`config.mk`:
```
export PLATFORM = sky130hd
export DESIGN_NAME = host_bridge_fsm_flat
export DESIGN_NICKNAME = d
export VERILOG_FILES = /design/src/hdl/mesh_pkg.sv /design/src/hdl/mesh_link_if.sv /design/src/hdl/host_bridge_fsm.sv /design/src/flat_wrapper.sv
export SDC_FILE = /design/constraint.sdc
export NUM_CORES = 1
export LEC_CHECK = 0
export ABC_AREA = 1
export BUFFER_PORTS_ARGS = -buffer_cell sky130_fd_sc_hd__buf_4
export CAP_MARGIN = 20
export CORE_ASPECT_RATIO = 0.6
export CORE_MARGIN = 1.5
export CORE_UTILIZATION = 40
export CTS_CLUSTER_DIAMETER = 80
export DETAILED_ROUTE_END_ITERATION = 10
export GPL_ROUTABILITY_DRIVEN = 0
export HOLD_SLACK_MARGIN = 0.12
export PLACE_DENSITY = 0.86
export SLEW_MARGIN = 0
export SYNTH_ARGS = -nofsm -noshare
export SYNTH_HDL_FRONTEND = slang
export SYNTH_SLANG_ARGS = --single-unit
```
`constraint.sdc`:
```
create_clock -name clk_i -period 5.6 [get_ports clk_i]
set_clock_uncertainty 0.05 [all_clocks]
set_input_delay 0.56 -clock clk_i [delete_from_list [all_inputs] [get_ports clk_i]]
set_output_delay 0.56 -clock clk_i [all_outputs]
set_load 0.02 [all_outputs]
```
`src/hdl/mesh_pkg.sv`:
```
// shared widths and enums; packets are word-addressed and the router uses XY routing
`default_nettype none

package mesh_pkg;

  // one router coordinate, x=0 is the host bridge column
  localparam int COORD_W = 3;
  // 8 words per tile memory
  localparam int WORD_W = 3;
  localparam int DATA_W = 32;

  // flattened packet as {op, dest_x, dest_y, src_x, src_y, word, data}
  localparam int OP_W = 2;
  localparam int PKT_W = OP_W + 4 * COORD_W + WORD_W + DATA_W;

  typedef enum logic [1:0] {
    OP_STORE = 2'd0,
    OP_LOAD  = 2'd1,
    OP_REPLY = 2'd2
  } op_e;

  // router port order, also the arbitration priority
  typedef enum logic [2:0] {
    DIR_P = 3'd0,
    DIR_W = 3'd1,
    DIR_E = 3'd2,
    DIR_N = 3'd3,
    DIR_S = 3'd4
  } dir_e;

endpackage

`default_nettype wire
```
`src/hdl/mesh_link_if.sv`:
```
// one-direction packet hop; a packet moves on an edge with valid and ready both high
`default_nettype none

interface mesh_link_if;
  import mesh_pkg::*;

  logic               valid;
  logic               ready;
  op_e                op;
  logic [COORD_W-1:0] dest_x;
  logic [COORD_W-1:0] dest_y;
  logic [COORD_W-1:0] src_x;
  logic [COORD_W-1:0] src_y;
  logic [WORD_W-1:0]  word;
  logic [DATA_W-1:0]  data;

  modport tx (output valid, op, dest_x, dest_y, src_x, src_y, word, data, input ready);
  modport rx (input valid, op, dest_x, dest_y, src_x, src_y, word, data, output ready);

endinterface

`default_nettype wire

```
`src/hdl/host_bridge_fsm.sv`:
```
// Wishbone classic slave; one transfer at a time, writes are posted, read errors return zero
`default_nettype none

module host_bridge_fsm (
  input  logic                      clk_i,
  input  logic                      reset_i,
  input  logic                      cyc_i,
  input  logic                      stb_i,
  input  logic                      we_i,
  input  logic [6:0]                adr_i,
  input  logic [mesh_pkg::DATA_W-1:0] dat_i,
  output logic [mesh_pkg::DATA_W-1:0] dat_o,
  output logic                      ack_o,
  output logic                      err_o,
  mesh_link_if.tx                   req_o,
  mesh_link_if.rx                   rsp_i,
  output logic                      start_o,
  input  logic                      expired_i
);
  import mesh_pkg::*;

  typedef enum logic [1:0] {
    IDLE,
    SEND,
    WAIT_RSP,
    DONE
  } state_e;

  state_e            state;
  logic              ack_q;
  logic              err_q;
  logic [DATA_W-1:0] dat_q;
  logic              sent;

  // packet fields come straight from the held Wishbone inputs
  assign req_o.valid = (state == SEND);
  assign req_o.op = we_i ? OP_STORE : OP_LOAD;
  assign req_o.dest_x = COORD_W'(adr_i[4:3]) + COORD_W'(1);
  assign req_o.dest_y = COORD_W'(adr_i[6:5]);
  assign req_o.src_x = '0;
  assign req_o.src_y = '0;
  assign req_o.word = adr_i[2:0];
  assign req_o.data = dat_i;

  // stray replies are simply dropped
  assign rsp_i.ready = 1'b1;

  assign sent = req_o.valid && req_o.ready;
  assign start_o = sent && !we_i;
  assign ack_o = ack_q;
  assign err_o = err_q;
  assign dat_o = dat_q;

  always_ff @(posedge clk_i) begin
    if (reset_i) begin
      state <= IDLE;
      ack_q <= 1'b0;
      err_q <= 1'b0;
    end else begin
      case (state)
        IDLE: if (cyc_i && stb_i) state <= SEND;
        SEND: begin
          if (sent && we_i) begin
            ack_q <= 1'b1;
            state <= DONE;
          end else if (sent) begin
            state <= WAIT_RSP;
          end
        end
        WAIT_RSP: begin
          if (rsp_i.valid) begin
            ack_q <= 1'b1;
            state <= DONE;
          end else if (expired_i) begin
            err_q <= 1'b1;
            state <= DONE;
          end
        end
        default: begin
          ack_q <= 1'b0;
          err_q <= 1'b0;
          state <= IDLE;
        end
      endcase
    end
  end

  always_ff @(posedge clk_i) begin
    if (state == WAIT_RSP && rsp_i.valid) begin
      dat_q <= rsp_i.data;
    end else if (state == WAIT_RSP && expired_i) begin
      dat_q <= '0;
    end
  end

  a_ack_err_excl: assert property (@(posedge clk_i) disable iff (reset_i)
    !(ack_o && err_o));

endmodule

`default_nettype wire

```
`src/flat_wrapper.sv`:
```
// flat-port wrapper written by rule: the top's interface ports become plain ports
module host_bridge_fsm_flat import mesh_pkg::*;
  (clk_i, reset_i, cyc_i, stb_i, we_i, adr_i, dat_i, dat_o, ack_o, err_o, start_o, expired_i, req_o_valid, req_o_op, req_o_dest_x, req_o_dest_y, req_o_src_x, req_o_src_y, req_o_word, req_o_data, req_o_ready, rsp_i_valid, rsp_i_op, rsp_i_dest_x, rsp_i_dest_y, rsp_i_src_x, rsp_i_src_y, rsp_i_word, rsp_i_data, rsp_i_ready);
  mesh_link_if req_o_i ();
  mesh_link_if rsp_i_i ();
  input  logic clk_i;
  input  logic reset_i;
  input  logic cyc_i;
  input  logic stb_i;
  input  logic we_i;
  input  logic [6:0] adr_i;
  input  logic [mesh_pkg::DATA_W-1:0] dat_i;
  output logic [mesh_pkg::DATA_W-1:0] dat_o;
  output logic ack_o;
  output logic err_o;
  output logic start_o;
  input  logic expired_i;
  output wire logic [$bits(req_o_i.valid)-1:0] req_o_valid;
  output wire logic [$bits(req_o_i.op)-1:0] req_o_op;
  output wire logic [$bits(req_o_i.dest_x)-1:0] req_o_dest_x;
  output wire logic [$bits(req_o_i.dest_y)-1:0] req_o_dest_y;
  output wire logic [$bits(req_o_i.src_x)-1:0] req_o_src_x;
  output wire logic [$bits(req_o_i.src_y)-1:0] req_o_src_y;
  output wire logic [$bits(req_o_i.word)-1:0] req_o_word;
  output wire logic [$bits(req_o_i.data)-1:0] req_o_data;
  input wire logic [$bits(req_o_i.ready)-1:0] req_o_ready;
  input wire logic [$bits(rsp_i_i.valid)-1:0] rsp_i_valid;
  input wire logic [$bits(rsp_i_i.op)-1:0] rsp_i_op;
  input wire logic [$bits(rsp_i_i.dest_x)-1:0] rsp_i_dest_x;
  input wire logic [$bits(rsp_i_i.dest_y)-1:0] rsp_i_dest_y;
  input wire logic [$bits(rsp_i_i.src_x)-1:0] rsp_i_src_x;
  input wire logic [$bits(rsp_i_i.src_y)-1:0] rsp_i_src_y;
  input wire logic [$bits(rsp_i_i.word)-1:0] rsp_i_word;
  input wire logic [$bits(rsp_i_i.data)-1:0] rsp_i_data;
  output wire logic [$bits(rsp_i_i.ready)-1:0] rsp_i_ready;
  assign req_o_valid = req_o_i.valid;
  assign req_o_op = req_o_i.op;
  assign req_o_dest_x = req_o_i.dest_x;
  assign req_o_dest_y = req_o_i.dest_y;
  assign req_o_src_x = req_o_i.src_x;
  assign req_o_src_y = req_o_i.src_y;
  assign req_o_word = req_o_i.word;
  assign req_o_data = req_o_i.data;
  assign req_o_i.ready = req_o_ready;
  assign rsp_i_i.valid = rsp_i_valid;
  assign rsp_i_i.op = rsp_i_op;
  assign rsp_i_i.dest_x = rsp_i_dest_x;
  assign rsp_i_i.dest_y = rsp_i_dest_y;
  assign rsp_i_i.src_x = rsp_i_src_x;
  assign rsp_i_i.src_y = rsp_i_src_y;
  assign rsp_i_i.word = rsp_i_word;
  assign rsp_i_i.data = rsp_i_data;
  assign rsp_i_ready = rsp_i_i.ready;
  host_bridge_fsm u_core (.clk_i(clk_i), .reset_i(reset_i), .cyc_i(cyc_i), .stb_i(stb_i), .we_i(we_i), .adr_i(adr_i), .dat_i(dat_i), .dat_o(dat_o), .ack_o(ack_o), .err_o(err_o), .req_o(req_o_i), .rsp_i(rsp_i_i), .start_o(start_o), .expired_i(expired_i));
endmodule
```
# Word level (Yosys, flattened, before mapping)
# Index checks and enable logic that the tools add are counted.
# word_totals
register_bits	36
elab_cells	44
# op_classes
n_addsub	1
eq_ne	9
n_mux	15
bitwise_logic	2
n_reduce_logical	13
# ops
cell	n
$mux W32	2
$mux W2	5
$reduce_and A3 Y1	3
$ne A2 B2 Y1 const B	4
$logic_and A1 B1 Y1	6
$ne A3 B3 Y1 const B	2
$pmux W2 S3	1
$mux W1	5
$add A2 B1 Y3 const B	1
$pmux W1 S3	1
$eq A2 B1 Y1 const B	1
$eq A2 B2 Y1 const B	1
$logic_not A2 Y1	1
$ne A2 B1 Y1 const B	1
$not A1 Y1	2
$pmux W1 S2	1
$reduce_bool A2 Y1	1
$reduce_or A2 Y1	1
$logic_not A1 Y1	1

# Depth between registers and ports, before layout
# depth
depth_word	5
mapped_depth	8
mapped_depth_nobuf	8

# Least setup slack after synthesis
# Ideal clock, no wire load.
# synth_timing
kind	register to register
startpoint	register u_core.state[0]
endpoint	register u_core.dat_q[0] (netlist: u_core.dat_o[0]), enable pin
t_arrival_ps	2061
t_required_ps	5128
setup_slack_ps	3067
path_stages_with_launch	5
path_cell_list	dfxtp_1 inv_1 ha_1 inv_1 nor2_1
# synth_between
elab_chain_cells	3
# synth_lines
item	line	rtl
start, declared	host_bridge_fsm.sv:29	state_e state;
start signal, assigned	host_bridge_fsm.sv:56	state <= IDLE;
start signal, assigned	host_bridge_fsm.sv:61	IDLE: if (cyc_i && stb_i) state <= SEND;
start signal, assigned	host_bridge_fsm.sv:65	state <= DONE;
$eq A2 B2 Y1 (*)	host_bridge_fsm.sv:89, host_bridge_fsm.sv:91	
$logic_and A1 B1 Y1 (on tied branches)	host_bridge_fsm.sv:91, host_bridge_fsm.sv:89	
$reduce_bool A2 Y1 (no line) (*)	-	
end signal, assigned	host_bridge_fsm.sv:90	dat_q <= rsp_i.data;
end, declared	host_bridge_fsm.sv:32	logic [DATA_W-1:0] dat_q;
# Every way passes the cells marked *; elsewhere a longest branch is shown, timed or not.
# A chain may end at the register's enable or synchronous reset.

# Worst setup path after layout
# layout_timing
startpoint	register u_core.state[1]
endpoint	output start_o
# layout_between
elab_chain_cells	3
# layout_lines
item	line	rtl
$eq A2 B1 Y1	host_bridge_fsm.sv:36	assign req_o.valid = (state == SEND);
$logic_and A1 B1 Y1	host_bridge_fsm.sv:48	assign sent = req_o.valid && req_o.ready;
$logic_and A1 B1 Y1	host_bridge_fsm.sv:49	assign start_o = sent && !we_i;
end, declared	flat_wrapper.sv:16	output logic start_o;
# No other way between the ends.

==> results.sh <==
export IMPL_grt_pass1_vias=1125
export IMPL_outcome="finished, final reports clean"
export IMPL_ys_top_cells_by_area="edfxtp_1 49%, buf_4 18%, inv_1 8.0%, nor2_2 6.4%, nor2_1 4.4%"
export IMPL_worstPathMaxFanout=5
export IMPL_synthDistinctLibCells=17
export IMPL_timing_rr_start="u_core.state[0]$_SDFFE_PP0P_"
export IMPL_crit_type="flip-flop to output port"
export IMPL_synth_common_cells="46 x buf_4, 42 x inv_1, 32 x edfxtp_1"
export IMPL_clockBufferDepth=2
export IMPL_overflow=0
export IMPL_cpPeakStageDelay_ns=0.33
export IMPL_grt_max_degree=34
export IMPL_yosysWarnings=0
export IMPL_ys_ff_latch=36
export IMPL_end_kind="output port"
export IMPL_cts_setup_buffers=0
export IMPL_tightestPinTransition_ns=0.866
export IMPL_syn_area_mm2=0.00197
export IMPL_ys_flop_type="edfxtp_1"
export IMPL_reg2reg_slack_ns=3.64
export IMPL_leakage_nw=1.21
export IMPL_core_mm2=0.00466
export IMPL_start_util=0.422
export IMPL_synth_edf_count=32
export IMPL_drt_iter0_drc=37
export IMPL_routed_wirelength_um=3490
export IMPL_ys_seq_area_frac=0.529
export IMPL_drc=0
export IMPL_final_antenna_net_count=0
export IMPL_antenna_cells=0
export IMPL_clk_pin_slew_worst_paths_ns=0.07
export IMPL_ioPinCount=182
export IMPL_crit_start="u_core.state[1]$_SDFFE_PP0P_"
export IMPL_period_share=0.355
export IMPL_io_buffers=81
export IMPL_die_y_um=57.3
export IMPL_cts_resized=0
export IMPL_yosysMostFrequentCell="buf_4"
export IMPL_max_cap_violations=0
export IMPL_fin_tns_setup_ns=0
export IMPL_timing_final_hold_violations=0
export IMPL_grt_setup_unrepaired="no"
export IMPL_r2r_end="u_core.dat_o[31]$_SDFFCE_PN0P_"
export IMPL_hold_class="flip-flop to flip-flop"
export IMPL_crit_path_end="start_o"
export IMPL_synthArstFlopShare=0
export IMPL_antenna_found_initial=0
export IMPL_synth_area_leader_cell="edfxtp_1"
export IMPL_cts_hold_buf=0
export IMPL_setup_viol=0
export IMPL_place_hpwl_um=2590
export IMPL_worstPathCellList="inv_1 -> ha_1 -> inv_2 -> nor3_1 -> buf_4"
export IMPL_arrival_ns=1.38
export IMPL_vias_per_cell=4.24
export IMPL_min_period_ns=1.99
export IMPL_slew_violations=0
export IMPL_synth_top_cell_area_share=0.488
export IMPL_routed_via_count=1318
export IMPL_cts_root_buf="clkbuf_8"
export IMPL_grt_pass1_wl_um=5100
export IMPL_cts_tree="yes"
export IMPL_hold_start="u_core.err_o$_SDFFE_PP0P_"
export IMPL_p_per_area_mw_per_mm2=398
export IMPL_std_cell_rows=19
export IMPL_clk_latency_ns=0.28
export IMPL_dp_slack_ns=3.65
export IMPL_critical_path_slowest_cell="dfxtp_1"
export IMPL_clock_sinks=36
export IMPL_cp_data_required_time_ns=4.99
export IMPL_cts_buffers=5
export IMPL_die_w_um=93.6
export IMPL_placed_area_mm2=0.00231
export IMPL_maxSlewHeadroom=0.421
export IMPL_cp_start_kind="flip-flop"
export IMPL_wl_per_cell_um=11.2
export IMPL_finalNetCount=348
export IMPL_die_area_mm2=0.00536
export IMPL_drive_gt1_frac=0.456
export IMPL_grt_total_usage=0.130
export IMPL_max_freq_mhz=503
export IMPL_fin_util=0.519
export IMPL_postLayoutSetupSlackWorst_ns=3.61
export IMPL_h_tree_depth=2
export IMPL_stdcell_area_mm2=0.00242
export IMPL_syn_inst=201
export IMPL_syn2layout_area_growth_pct=22.8
export IMPL_dr_pass1_iters=5
export IMPL_synth_avg_cell_area_um2=9.79
export IMPL_r2r_cells=4
export IMPL_vdd_ir_drop_max_v=0.000116
flip-flops by register name, summed over array words and instances, names as in the netlist:
register,flops
u_core.ack_o,1
u_core.state,2
u_core.err_o,1
u_core.dat_o,32
metrics by stage:
step                total power, mW  hold WS [ns]  cells
floorplan                     0.660         0.472    208
CTS                           0.973         0.406    311
global route                   1.02         0.442    311
finish                        0.962         0.400    311
detailed placement            0.751         0.395    303
global placement              0.743         0.389    303
where the power goes:
group | internal [mW] | switching [mW]
Sequential | 0.369 | 0.0196
Combinational | 0.135 | 0.221
Clock | 0.132 | 0.0865
Total | 0.636 | 0.327
cells in the final DEF (no fill, tap or decap):
cell and instances:
nor3_1 1, buf_4 81, nor2_1 22, nand3_1 1, clkbuf_8 5, inv_2 2
nand3_2 1, edfxtp_1 32, nor2_2 20, clkbuf_1 1, inv_1 42, clkinv_2 1
nand2_1 14, ha_1 5, a21oi_1 3, o211ai_1 1, conb_1 9, dfxtp_1 4
nand2_2 1, nor2_4 1, bufinv_16 1
worst min path at each step:
| stage | endpoint | slack [ns] | cells past startpoint |
|---|---|---|---|
| after floorplan | u_core.err_o$_SDFFE_PP0P_ | 0.47 | 2 |
| after global placement | u_core.err_o$_SDFFE_PP0P_ | 0.39 | 2 |
| after detailed placement | u_core.err_o$_SDFFE_PP0P_ | 0.39 | 2 |
| after CTS | u_core.err_o$_SDFFE_PP0P_ | 0.41 | 2 |
| after global routing | u_core.err_o$_SDFFE_PP0P_ | 0.44 | 2 |
| final | u_core.err_o$_SDFFE_PP0P_ | 0.40 | 2 |
critical path: cells and delay by family, from the launching register on:
family / cells / cell delay (ns)
adders and majority gates: 1 / 0.26
buffers and inverters: 3 / 0.33
DFF: 1 / 0.33
and+or+nand+nor: 1 / 0.17
per-layer routing:
metal  up-vias  part of all wire  GRT usage  routed length [µm]
met5         -                 0          0                   0
met4         0             0.023     0.0682                  79
met3        12              0.11     0.0600                 399
met2        69              0.46      0.213                1610
met1       602              0.40      0.142                1400
li1        635                 -          -                   -
layout make-up:
class | count | area (µm²)
inverter | 44 | 165
timing repair buffer | 81 | 608
tap | 63 | 78.8
clock inverter | 2 | 35.0
fill | 433 | 2240
multi-input combinational | 79 | 417
sequential | 36 | 1040
clock buffer | 6 | 72.6
cells by family (layout without fill, tap and decap cells):
kind of cell	after synthesis	after routing	share of synthesized area
buffers and inverters	93	133	0.277
AND/OR/NAND/NOR	61	61	0.147
flip-flops	36	36	0.529
adder cells (fa/ha/maj)	5	5	0.0318
AO/OA/AOI/OAI	4	4	0.0114
other	2	9	0.00382
Power figures use the tool's default switching activity.
