==> src/hdl/reply_timer.sv <==
// one-shot countdown; a new start reloads it, expired pulses once per start
`default_nettype none

module reply_timer #(
  parameter int TIMEOUT_P = 64
) (
  input  logic clk_i,
  input  logic reset_i,
  input  logic start_i,
  output logic expired_o
);

  logic [$clog2(TIMEOUT_P+1)-1:0] cnt;
  logic                           active;

  assign expired_o = active && (cnt == '0);

  always_ff @(posedge clk_i) begin
    if (reset_i) begin
      active <= 1'b0;
      cnt <= '0;
    end else if (start_i) begin
      active <= 1'b1;
      cnt <= ($clog2(TIMEOUT_P+1))'(TIMEOUT_P);
    end else if (active) begin
      if (cnt == '0) active <= 1'b0;
      else cnt <= cnt - 1'b1;
    end
  end

endmodule

`default_nettype wire

==> config.mk <==
export PLATFORM = sky130hd
export DESIGN_NAME = reply_timer
export DESIGN_NICKNAME = d
export VERILOG_FILES = /design/src/hdl/reply_timer.sv
export SDC_FILE = /design/constraint.sdc
export NUM_CORES = 1
export LEC_CHECK = 0
export BUFFER_PORTS_ARGS = -buffer_cell sky130_fd_sc_hd__buf_2
export CAP_MARGIN = 20
export CORE_MARGIN = 10
export CORE_UTILIZATION = 25
export CTS_BUF_LIST = sky130_fd_sc_hd__clkbuf_8
export DETAILED_ROUTE_END_ITERATION = 7
export SYNTH_ARGS = -nofsm -noshare
export SYNTH_HDL_FRONTEND = slang
export SYNTH_SLANG_ARGS = --single-unit
==> constraint.sdc <==
create_clock -name clk_i -period 1.93 [get_ports clk_i]
set_input_delay 0.2895 -clock clk_i [delete_from_list [all_inputs] [get_ports clk_i]]
set_output_delay 0.2895 -clock clk_i [all_outputs]
set_load 0.02 [all_outputs]
# After elaboration in Yosys (flattened, before gate mapping)
# Cells that the tools add are included.
[totals]
regBits = 8
output_inout_bits = 1
word_cells = 18
[op_classes]
bitwise = 1
eq_ne = 1
n_addsub = 1
muxes = 6
reduce_logical = 6
[op_table]
columns = ["cell", "count"]
rows = [
  ["2-to-1 mux 7 bit", 3],
  ["logical NOT 7 bit", 1],
  ["subtractor 7 x 1 -> 7 bit, second input constant", 1],
  ["AND reduction 2 bit", 2],
  ["2-to-1 mux 1 bit", 3],
  ["inequality test 2 bit, second input constant", 1],
  ["nonzero test 2 bit", 1],
  ["OR reduction 2 bit", 1],
  ["logical AND 1 bit", 1],
  ["inverter 1 bit", 1],
]

# Depth between registers and ports, before layout
# Gate-level depths: netlist of run 1.
[depth]
depth_word = 4
depth_mapped = 5

# Least setup slack after synthesis of run 1
# No wires, ideal clock.
[synth_path]
path_type = "register to output"
start = "reg cnt[0]"
end = "out expired_o"
stages_incl_launch_ff = 5
setup_slack_ns = 0.418
t_arrival_ns = 1.222
required_ns = 1.640
path_cell_list = "dfxtp_1 -> inv_1 -> ha_1 -> nor3b_2 -> and3_1"
[synth_between]
elab_chain_len = 2
[synth_rtl]
columns = ["item", "line", "source"]
rows = [
  ["from (decl)", "13", "logic [$clog2(TIMEOUT_P+1)-1:0] cnt;"],
  ["from (signal assigned)", "24", "cnt <= ($clog2(TIMEOUT_P+1))'(TIMEOUT_P);"],
  ["from (signal assigned)", "27", "else cnt <= cnt - 1'b1;"],
  ["logical NOT 7 bit", "16", "assign expired_o = active && (cnt == '0);"],
  ["logical AND 1 bit", "16", ""],
  ["to (decl)", "10", "output logic expired_o"],
]
# Every way passes these cells.

# Worst setup path in the final report of run 1
# Same ends and word-level chain as after synthesis.

==> flow_metrics.py, run 1 <==
metrics = {
    "grt": {
        "antenna_found_initial": 0,
        "grtUsageTotal": 0.0574,
        "grt.busiest_layer": "met2",
        "grt.met1_usage": 0.0657,
        "grt_first_pass_wirelength_um": 1550,
        "use_met3": 0.0264,
        "grt_max_degree": 8,
        "met2_usage": 0.0791,
        "grt_pass1_vias": 359,
        "grt_remaining_overflow": 0,
    },
    "sta": {
        "slew_headroom": 0.801,
        "min_period_ps": 1790,
        "period_share": 0.927,
        "fmax_mhz": 559,
        "setup_viol": 0,
        "tightest_slew_ps": 298,
        "setup_slack_ps": 141,
        "fin_worst_skew_ps": 3.04,
        "hold_viol_final": 0,
        "rsz0062_at_grt": "no",
        "tns_ps": 0,
        "slew_viol_final": 0,
    },
    "setup_path": {
        "arrival_ps": 1500,
        "required_ps": 1640,
        "r2r_cells": 6,
        "cp-end-kind": "output port",
        "crit_path_start": "cnt[0]",
        "timing.rr.end": "cnt[5]",
        "worstSetupStartpointType": "register",
        "crit_path_max_fanout": 7,
        "r2r_start": "cnt[0]",
        "worstSetupPathType": "reg2out",
        "r2r_setup_slack_ps": 320,
    },
    "clock_tree": {
        "clockRootBuffer": "clkbuf_8",
        "clk_latency_ps": 230,
        "clock_path_buffers": 2,
        "cts_hold_buf": 0,
        "clock-sinks": 8,
        "cts_tree": "done",
        "post_cts_buffers": 0,
        "cts_buffers": 3,
        "clkTransAtPathRegs_ps": 40,
        "cts-htree-levels": 1,
        "cts_resized": 0,
    },
    "final_layout": {
        "area_growth_pct": 21.2,
        "final_cell_mix": "nand2_1, dfxtp_1, a21oi_1",
        "diodes": 0,
        "final_cell_area_um2": 529,
        "drive_above_1_share": 0.218,
        "fin_nets": 62,
        "fin_cells": 72,
    },
    "yosys": {
        "syn_nets": 52,
        "synth_seq_cells": 8,
        "ys_types": 21,
        "synth.area.top_cells": "dfxtp_1, a21oi_1, nand2_1",
        "yosys_warnings": 0,
        "syn_area_um2": 437,
        "synth_seq_area_share": 0.367,
        "syn_inst": 47,
        "avgSynthCellArea_um2": 9.29,
        "synth.top_cell.area_share": 0.367,
        "yosysTopAreaCell": "dfxtp_1",
    },
    "floorplanning": {
        "initial_core_util": 0.259,
        "die_h_um": 61.8,
        "ios": 4,
        "core_mm2": 0.00169,
        "die_x_um": 61.8,
        "dieArea_mm2": 0.00382,
        "core.rowCount": 15,
    },
    "placed_design": {
        "placement.cell_area_um2": 488,
        "place.port_buffers": 3,
        "place_congestion": 0.709,
        "place_ws_ps": 314,
        "placed_cells": 69,
        "dpl.hpwl_um": 655,
    },
    "hold_path": {
        "worstHoldStart": "reset_i",
        "min_to": "active",
        "holdPathStages": 2,
        "hold_class": "in2reg",
    },
    "power": {
        "p_per_area_mw_per_mm2": 879,
        "p_leak_nw": 0.198,
        "ir_drop_mv": 0.259,
    },
    "drt": {
        "drcViolationCount": 0,
        "vias": 350,
        "viasPerCell": 4.86,
        "drt-wirelength-per-cell_um": 11.9,
        "first_pass_iters": 4,
        "drtIter0Drc": 7,
        "final_antenna_net_count": 0,
        "wl_um": 859,
    },
    "status": {
        "status": "complete, no violations",
    },
    "flow_run": {
        "maxCapViolCount": 0,
    },
}
## cells in the mapped netlist
master / number
nor3b_2: 1
ha_1: 2
o31ai_1: 1
or3_1: 2
dfxtp_1: 8
and3_1: 1
inv_1: 4
a2111oi_4: 1
mux2i_1: 2
a21oi_1: 6
or4b_4: 1
nor3_1: 1
o21a_1: 1
or4_1: 1
a21bo_1: 1
or2_2: 1
a211oi_1: 1
nand2_1: 8
nand4bb_1: 1
nor2_1: 1
a211o_1: 2
## routing by layer
layer,wire (um),vias to the layer above
li1,-,186
met4,25,0
met5,0,-
met3,54,3
met2,347,7
met1,432,154
## power by group
part           switching (W)  internal (W)  leakage (nW)
Combinational      0.0000373     0.0000369         0.111
Clock              0.0000720      0.000136        0.0216
Sequential        0.00000904      0.000174        0.0653
Total               0.000118      0.000347         0.198
## critical path: stages (launching register included)
cell	delay [ps]
dfxtp_1	340
inv_1	80
ha_1	220
nor3b_2	150
buf_4	160
and3_1	160
buf_2	150
## layout make-up
type                    count  area [um2]
flip-flops and latches      8         160
multi-input cells          35         262
repair buffers              5        30.0
well taps                  17        21.3
fillers                   185        1160
clock buffers               3        41.3
inverters                   4        15.0
## sequential cells by signal (all words and copies together), names as in the netlist
signal	cells
active	1
cnt	7
## per-stage QoR
| step | total power (W) | hold WS (ps) | util |
|---|---|---|---|
| after global routing | 0.000491 | 279 | 0.313 |
| after CTS | 0.000469 | 266 | 0.313 |
| final | 0.000465 | 268 | 0.313 |
| after floorplan | 0.000237 | 359 | - |
| after detailed placement | 0.000261 | 478 | 0.289 |
| after global placement | 0.000260 | 465 | 0.289 |
## cell families (layout without fill, tap and decap cells)
| logic type | Yosys count | count (layout) | synth area share |
|---|---|---|---|
| adder cells (fa/ha/maj) | 2 | 2 | 0.0573 |
| buffers and inverters | 4 | 12 | 0.0344 |
| AO/OA/AOI/OAI | 13 | 13 | 0.246 |
| AND/OR/NAND/NOR | 18 | 18 | 0.249 |
| flip-flops | 8 | 8 | 0.367 |
| multiplexers | 2 | 2 | 0.0458 |
## worst max-delay path by stage
stage | slack [ps] | to | cells after the start
after detailed placement | 310 | cnt[5] | 6
after CTS | 130 | expired_o | 6
after global placement | 370 | cnt[5] | 6
after floorplan | 420 | expired_o | 4
after global routing | 50 | expired_o | 6
final | 140 | expired_o | 6
Power figures use the tool's default switching activity.
==> inputs of run 2 (changes only) <==
--- a/config.mk
+++ b/config.mk
@@ -7,10 +7,13 @@
 export LEC_CHECK = 0
 export BUFFER_PORTS_ARGS = -buffer_cell sky130_fd_sc_hd__buf_2
 export CAP_MARGIN = 20
+export CELL_PAD_IN_SITES_DETAIL_PLACEMENT = 0
+export CELL_PAD_IN_SITES_GLOBAL_PLACEMENT = 1
 export CORE_MARGIN = 10
 export CORE_UTILIZATION = 25
 export CTS_BUF_LIST = sky130_fd_sc_hd__clkbuf_8
 export DETAILED_ROUTE_END_ITERATION = 7
+export PLACE_DENSITY_LB_ADDON = 0.1
 export SYNTH_ARGS = -nofsm -noshare
 export SYNTH_HDL_FRONTEND = slang
 export SYNTH_SLANG_ARGS = --single-unit
==> run 2 against run 1 <==
Against the previous run: non-clock buffer count stayed put; final area stayed put; flip-flop and latch count stayed put; first-iteration DRC count stayed put; sequential power hardly changed; highest routed layer unchanged; global-route usage is 0.41 points higher; largest power group unchanged; register-to-register slack hardly changed; clock skew hardly changed; count of clock-buffer cells in the layout stayed put; clock power is 4% lower; fmax is 8.3% higher; critical path type unchanged; critical endpoint unchanged.
==> flow_metrics.py, run 2 (same netlist as run 1, synthesis figures left out) <==
metrics = {
    "status": {
        "status": "complete, no violations",
    },
    "clock_tree": {
        "clkTransAtPathRegs_ps": 40,
        "clock-sinks": 8,
        "clockRootBuffer": "clkbuf_8",
        "cts_tree": "done",
        "cts-htree-levels": 1,
        "clk_latency_ps": 230,
        "cts_hold_buf": 0,
        "cts_buffers": 3,
        "clock_path_buffers": 2,
        "cts_resized": 0,
        "post_cts_buffers": 0,
    },
    "floorplanning": {
        "ios": 4,
        "die_h_um": 61.8,
        "initial_core_util": 0.259,
        "dieArea_mm2": 0.00382,
        "die_x_um": 61.8,
        "core_mm2": 0.00169,
        "core.rowCount": 15,
    },
    "placed_design": {
        "place_ws_ps": 347,
        "place.port_buffers": 3,
        "placement.cell_area_um2": 488,
        "dpl.hpwl_um": 715,
        "place_congestion": 0.805,
    },
    "sta": {
        "setup_viol": 0,
        "min_period_ps": 1650,
        "tightest_slew_ps": 260,
        "tns_ps": 0,
        "slew_viol_final": 0,
        "fmax_mhz": 606,
        "setup_slack_ps": 278,
        "rsz0062_at_grt": "no",
        "slew_headroom": 0.827,
        "period_share": 0.856,
        "fin_worst_skew_ps": 3.40,
        "hold_viol_final": 0,
    },
    "final_layout": {
        "final_cell_mix": "nand2_1, dfxtp_1, a21oi_1",
        "largest_reg_flops": 7,
        "fin_nets": 62,
        "diodes": 0,
        "final_cell_area_um2": 529,
        "largestRegisters": "cnt (7), active (1)",
        "top_register": "cnt",
        "finish.utilization": 0.313,
        "drive_above_1_share": 0.218,
        "area_growth_pct": 21.2,
    },
    "drt": {
        "drtIter0Drc": 7,
        "vias": 366,
        "drt-wirelength-per-cell_um": 12.7,
        "wl_um": 916,
        "first_pass_iters": 4,
        "drcViolationCount": 0,
        "final_antenna_net_count": 0,
        "viasPerCell": 5.08,
    },
    "setup_path": {
        "timing.rr.end": "cnt[5]",
        "worstSetupStartpointType": "register",
        "arrival_ps": 1360,
        "cp-end-kind": "output port",
        "r2r_start": "cnt[0]",
        "required_ps": 1640,
        "r2r_setup_slack_ps": 330,
        "worstSetupPathType": "reg2out",
        "r2r_cells": 6,
        "crit_path_max_fanout": 3,
    },
    "power": {
        "switching_share": 0.246,
        "power.share.clock": 0.436,
        "p_per_area_mw_per_mm2": 867,
        "power.internal_w": 0.000346,
        "sequentialPowerShare": 0.401,
        "ir_drop_mv": 0.411,
        "p_sw_w": 0.000113,
        "finalPower_w": 0.000459,
        "p_leak_nw": 0.198,
        "pwr-share-comb": 0.164,
    },
    "hold_path": {
        "hold_class": "in2reg",
        "holdPathStages": 2,
        "min_to": "active",
        "worstHoldStart": "reset_i",
    },
    "grt": {
        "antenna_found_initial": 0,
        "grtUsageTotal": 0.0615,
        "grt_max_degree": 7,
        "grt_first_pass_wirelength_um": 1690,
        "grt_remaining_overflow": 0,
        "grt_pass1_vias": 400,
    },
    "flow_run": {
        "maxCapViolCount": 0,
    },
}
[run 2: cell counts in the layout (fill, tap and decap cells not counted)]
Identical to the previous run, type by type.
[run 2: power groups by stage]
stage                     sequential [W]  clock (W)  combinational [W]
after floorplan                 0.000184          0          0.0000528
after global placement          0.000186          0          0.0000749
after detailed placement        0.000186          0          0.0000758
after CTS                       0.000184   0.000204          0.0000761
after global routing            0.000185   0.000212          0.0000847
final                           0.000184   0.000200          0.0000752
[run 2: worst max path at each step]
| stage | from | to | slack [ps] | cells after the start |
|---|---|---|---|---|
| detailed placement | cnt[0] | cnt[5] | 350 | 6 |
| CTS | cnt[0] | expired_o | 290 | 5 |
| finish | cnt[0] | expired_o | 280 | 5 |
| global placement | cnt[0] | cnt[5] | 370 | 6 |
| floorplan | cnt[0] | expired_o | 420 | 4 |
| global route | cnt[0] | expired_o | 190 | 5 |
[run 2: through the flow]
step / instances / hold slack, ps
after detailed placement: 69 / 477
final: 72 / 266
after CTS: 72 / 267
after global placement: 69 / 462
after global routing: 72 / 283
after floorplan: 47 / 359
[run 2: area by class of cell]
| class | instances | area, um2 |
|---|---|---|
| clock buffers | 3 | 41.3 |
| fillers | 180 | 1160 |
| inverters | 4 | 15.0 |
| multi-input cells | 35 | 262 |
| flip-flops and latches | 8 | 160 |
| well taps | 17 | 21.3 |
| repair buffers | 5 | 30.0 |
[run 2: worst max-delay path: stages, from the launching register on]
cell     delay (ps)
dfxtp_1         350
inv_1            90
ha_1            210
nor3b_2         160
and3_1          160
buf_2           160
[run 2: metal layers]
layer / vias up / part of all wire / global-route usage
li1: 188 / - / -
met5: - / 0 / 0
met4: 0 / 0.041 / 0.0573
met2: 11 / 0.44 / 0.0878
met1: 162 / 0.46 / 0.0668
met3: 5 / 0.052 / 0.0264
==> inputs of run 3 (changes only) <==
--- a/config.mk
+++ b/config.mk
@@ -9,11 +9,10 @@
 export CAP_MARGIN = 20
 export CELL_PAD_IN_SITES_DETAIL_PLACEMENT = 0
 export CELL_PAD_IN_SITES_GLOBAL_PLACEMENT = 1
-export CORE_MARGIN = 10
 export CORE_UTILIZATION = 25
 export CTS_BUF_LIST = sky130_fd_sc_hd__clkbuf_8
 export DETAILED_ROUTE_END_ITERATION = 7
-export PLACE_DENSITY_LB_ADDON = 0.1
+export PLACE_DENSITY = 0.55
 export SYNTH_ARGS = -nofsm -noshare
 export SYNTH_HDL_FRONTEND = slang
 export SYNTH_SLANG_ARGS = --single-unit
==> run 3 against run 2 <==
Against the previous run: the flow now finishes with violations (design-rule violations); die area decreased by 50%; global-route usage is 3.9 points higher; non-clock buffer count unchanged; core utilization increased by 2.2 points; clock skew is essentially flat; combinational power down 2%; first-iteration DRC count decreased by 43%; final cell count fell by 1.4%; routed wire length is 10% lower; sequential power barely moved.
==> flow_metrics.py, run 3 (same netlist as run 1, synthesis figures left out) <==
metrics = {
    "hold_path": {
        "hold_class": "in2reg",
    },
    "clock_tree": {
        "clockRootBuffer": "clkbuf_8",
        "cts_buffers": 3,
        "post_cts_buffers": 0,
        "clock_path_buffers": 2,
        "cts-htree-levels": 1,
        "clock-sinks": 8,
        "clkTransAtPathRegs_ps": 40,
        "cts_tree": "done",
        "cts_hold_buf": 0,
        "clk_latency_ps": 230,
        "cts_resized": 0,
    },
    "drt": {
        "drcViolationCount": 1,
        "drt-wirelength-per-cell_um": 11.6,
        "final_antenna_net_count": 0,
        "drtIter0Drc": 4,
        "first_pass_iters": 5,
        "vias": 370,
        "wl_um": 823,
        "viasPerCell": 5.21,
    },
    "grt": {
        "grt_pass1_vias": 318,
        "grtUsageTotal": 0.101,
        "grt_first_pass_wirelength_um": 1390,
        "grt_max_degree": 8,
        "antenna_found_initial": 0,
        "grt_remaining_overflow": 0,
    },
    "floorplanning": {
        "core.rowCount": 14,
        "initial_core_util": 0.277,
        "die_h_um": 43.8,
        "dieArea_mm2": 0.00192,
        "core_mm2": 0.00158,
        "ios": 4,
        "die_x_um": 43.8,
    },
    "sta": {
        "period_share": 0.930,
        "slew_headroom": 0.722,
        "setup_slack_ps": 135,
        "setup_viol": 0,
        "hold_viol_final": 0,
        "tightest_slew_ps": 414,
        "slew_viol_final": 0,
        "rsz0062_at_grt": "no",
        "fmax_mhz": 557,
        "min_period_ps": 1800,
        "fin_worst_skew_ps": 3.81,
        "tns_ps": 0,
    },
    "setup_path": {
        "worstSetupPathType": "reg2out",
        "required_ps": 1640,
        "arrival_ps": 1510,
        "cp-end-kind": "output port",
        "crit_path_max_fanout": 7,
        "worstSetupStartpointType": "register",
    },
    "flow_run": {
        "maxCapViolCount": 0,
    },
    "final_layout": {
        "fin_cells": 71,
        "drive_above_1_share": 0.218,
        "final_cell_mix": "nand2_1, dfxtp_1, a21oi_1",
        "largest_reg_flops": 7,
        "diodes": 0,
        "top_register": "cnt",
        "largestRegisters": "cnt (7), active (1)",
        "fin_nets": 62,
        "area_growth_pct": 20.9,
    },
    "status": {
        "violations": "design-rule violations",
        "status": "finished, violations left",
    },
    "power": {
        "power.share.clock": 0.438,
        "p_sw_w": 0.000112,
        "pwr-share-comb": 0.161,
        "switching_share": 0.244,
        "p_leak_nw": 0.198,
        "power.internal_w": 0.000346,
        "p_per_area_mw_per_mm2": 867,
        "ir_drop_mv": 0.339,
        "sequentialPowerShare": 0.401,
    },
    "placed_design": {
        "placed_cells": 68,
        "dpl.hpwl_um": 642,
        "place_congestion": 0.707,
        "place_ws_ps": 313,
        "place.port_buffers": 3,
    },
}
run 3: cell counts in the layout (fill, tap and decap cells not counted):
No cell type changed its count.
run 3: final timing paths:
| path | startpoint | endpoint | slack (ps) | depth (start not counted) |
|---|---|---|---|---|
| min | reset_i | active | 280 | 2 |
| max reg2reg | cnt[0] | cnt[5] | 320 | 6 |
| max | cnt[0] | expired_o | 130 | 6 |
| min reg2reg | cnt[0] | cnt[0] | 490 | 2 |
run 3: critical path: stages (launching register included):
cell	delay, ps
dfxtp_1	360
inv_1	90
ha_1	200
nor3b_2	150
buf_4	160
and3_1	160
buf_2	150
run 3: metal layers:
metal	up-vias	share of wire	track usage
met5	-	0	0
met4	0	0	0.0188
met3	0	0.062	0.0625
met2	7	0.42	0.143
met1	176	0.52	0.130
li1	187	-	-
run 3: power groups by stage:
stage / Sequential (W) / Combinational (W) / Clock, W
3_5_place_dp: 0.000186 / 0.0000740 / 0
2_1_floorplan: 0.000184 / 0.0000528 / 0
4_1_cts: 0.000184 / 0.0000742 / 0.000209
5_1_grt: 0.000185 / 0.0000811 / 0.000218
6_report: 0.000183 / 0.0000737 / 0.000200
3_3_place_gp: 0.000187 / 0.0000753 / 0
run 3: layout make-up:
| class | count | area [um2] |
|---|---|---|
| Clock buffer | 3 | 41.3 |
| Fill cell | 178 | 1050 |
| Inverter | 4 | 15.0 |
| Multi-Input combinational cell | 35 | 262 |
| Sequential cell | 8 | 160 |
| Tap cell | 16 | 20.0 |
| Timing Repair Buffer | 5 | 30.0 |
run 3: stage by stage:
stage | total power (W) | cell area [um2] | hold slack, ps | utilization
floorplan | 0.000237 | 437 | 359 | -
global placement | 0.000262 | 487 | 467 | 0.309
detailed placement | 0.000260 | 487 | 485 | 0.309
CTS | 0.000467 | 528 | 273 | 0.335
global route | 0.000484 | 528 | 286 | 0.335
finish | 0.000458 | 528 | 276 | 0.335
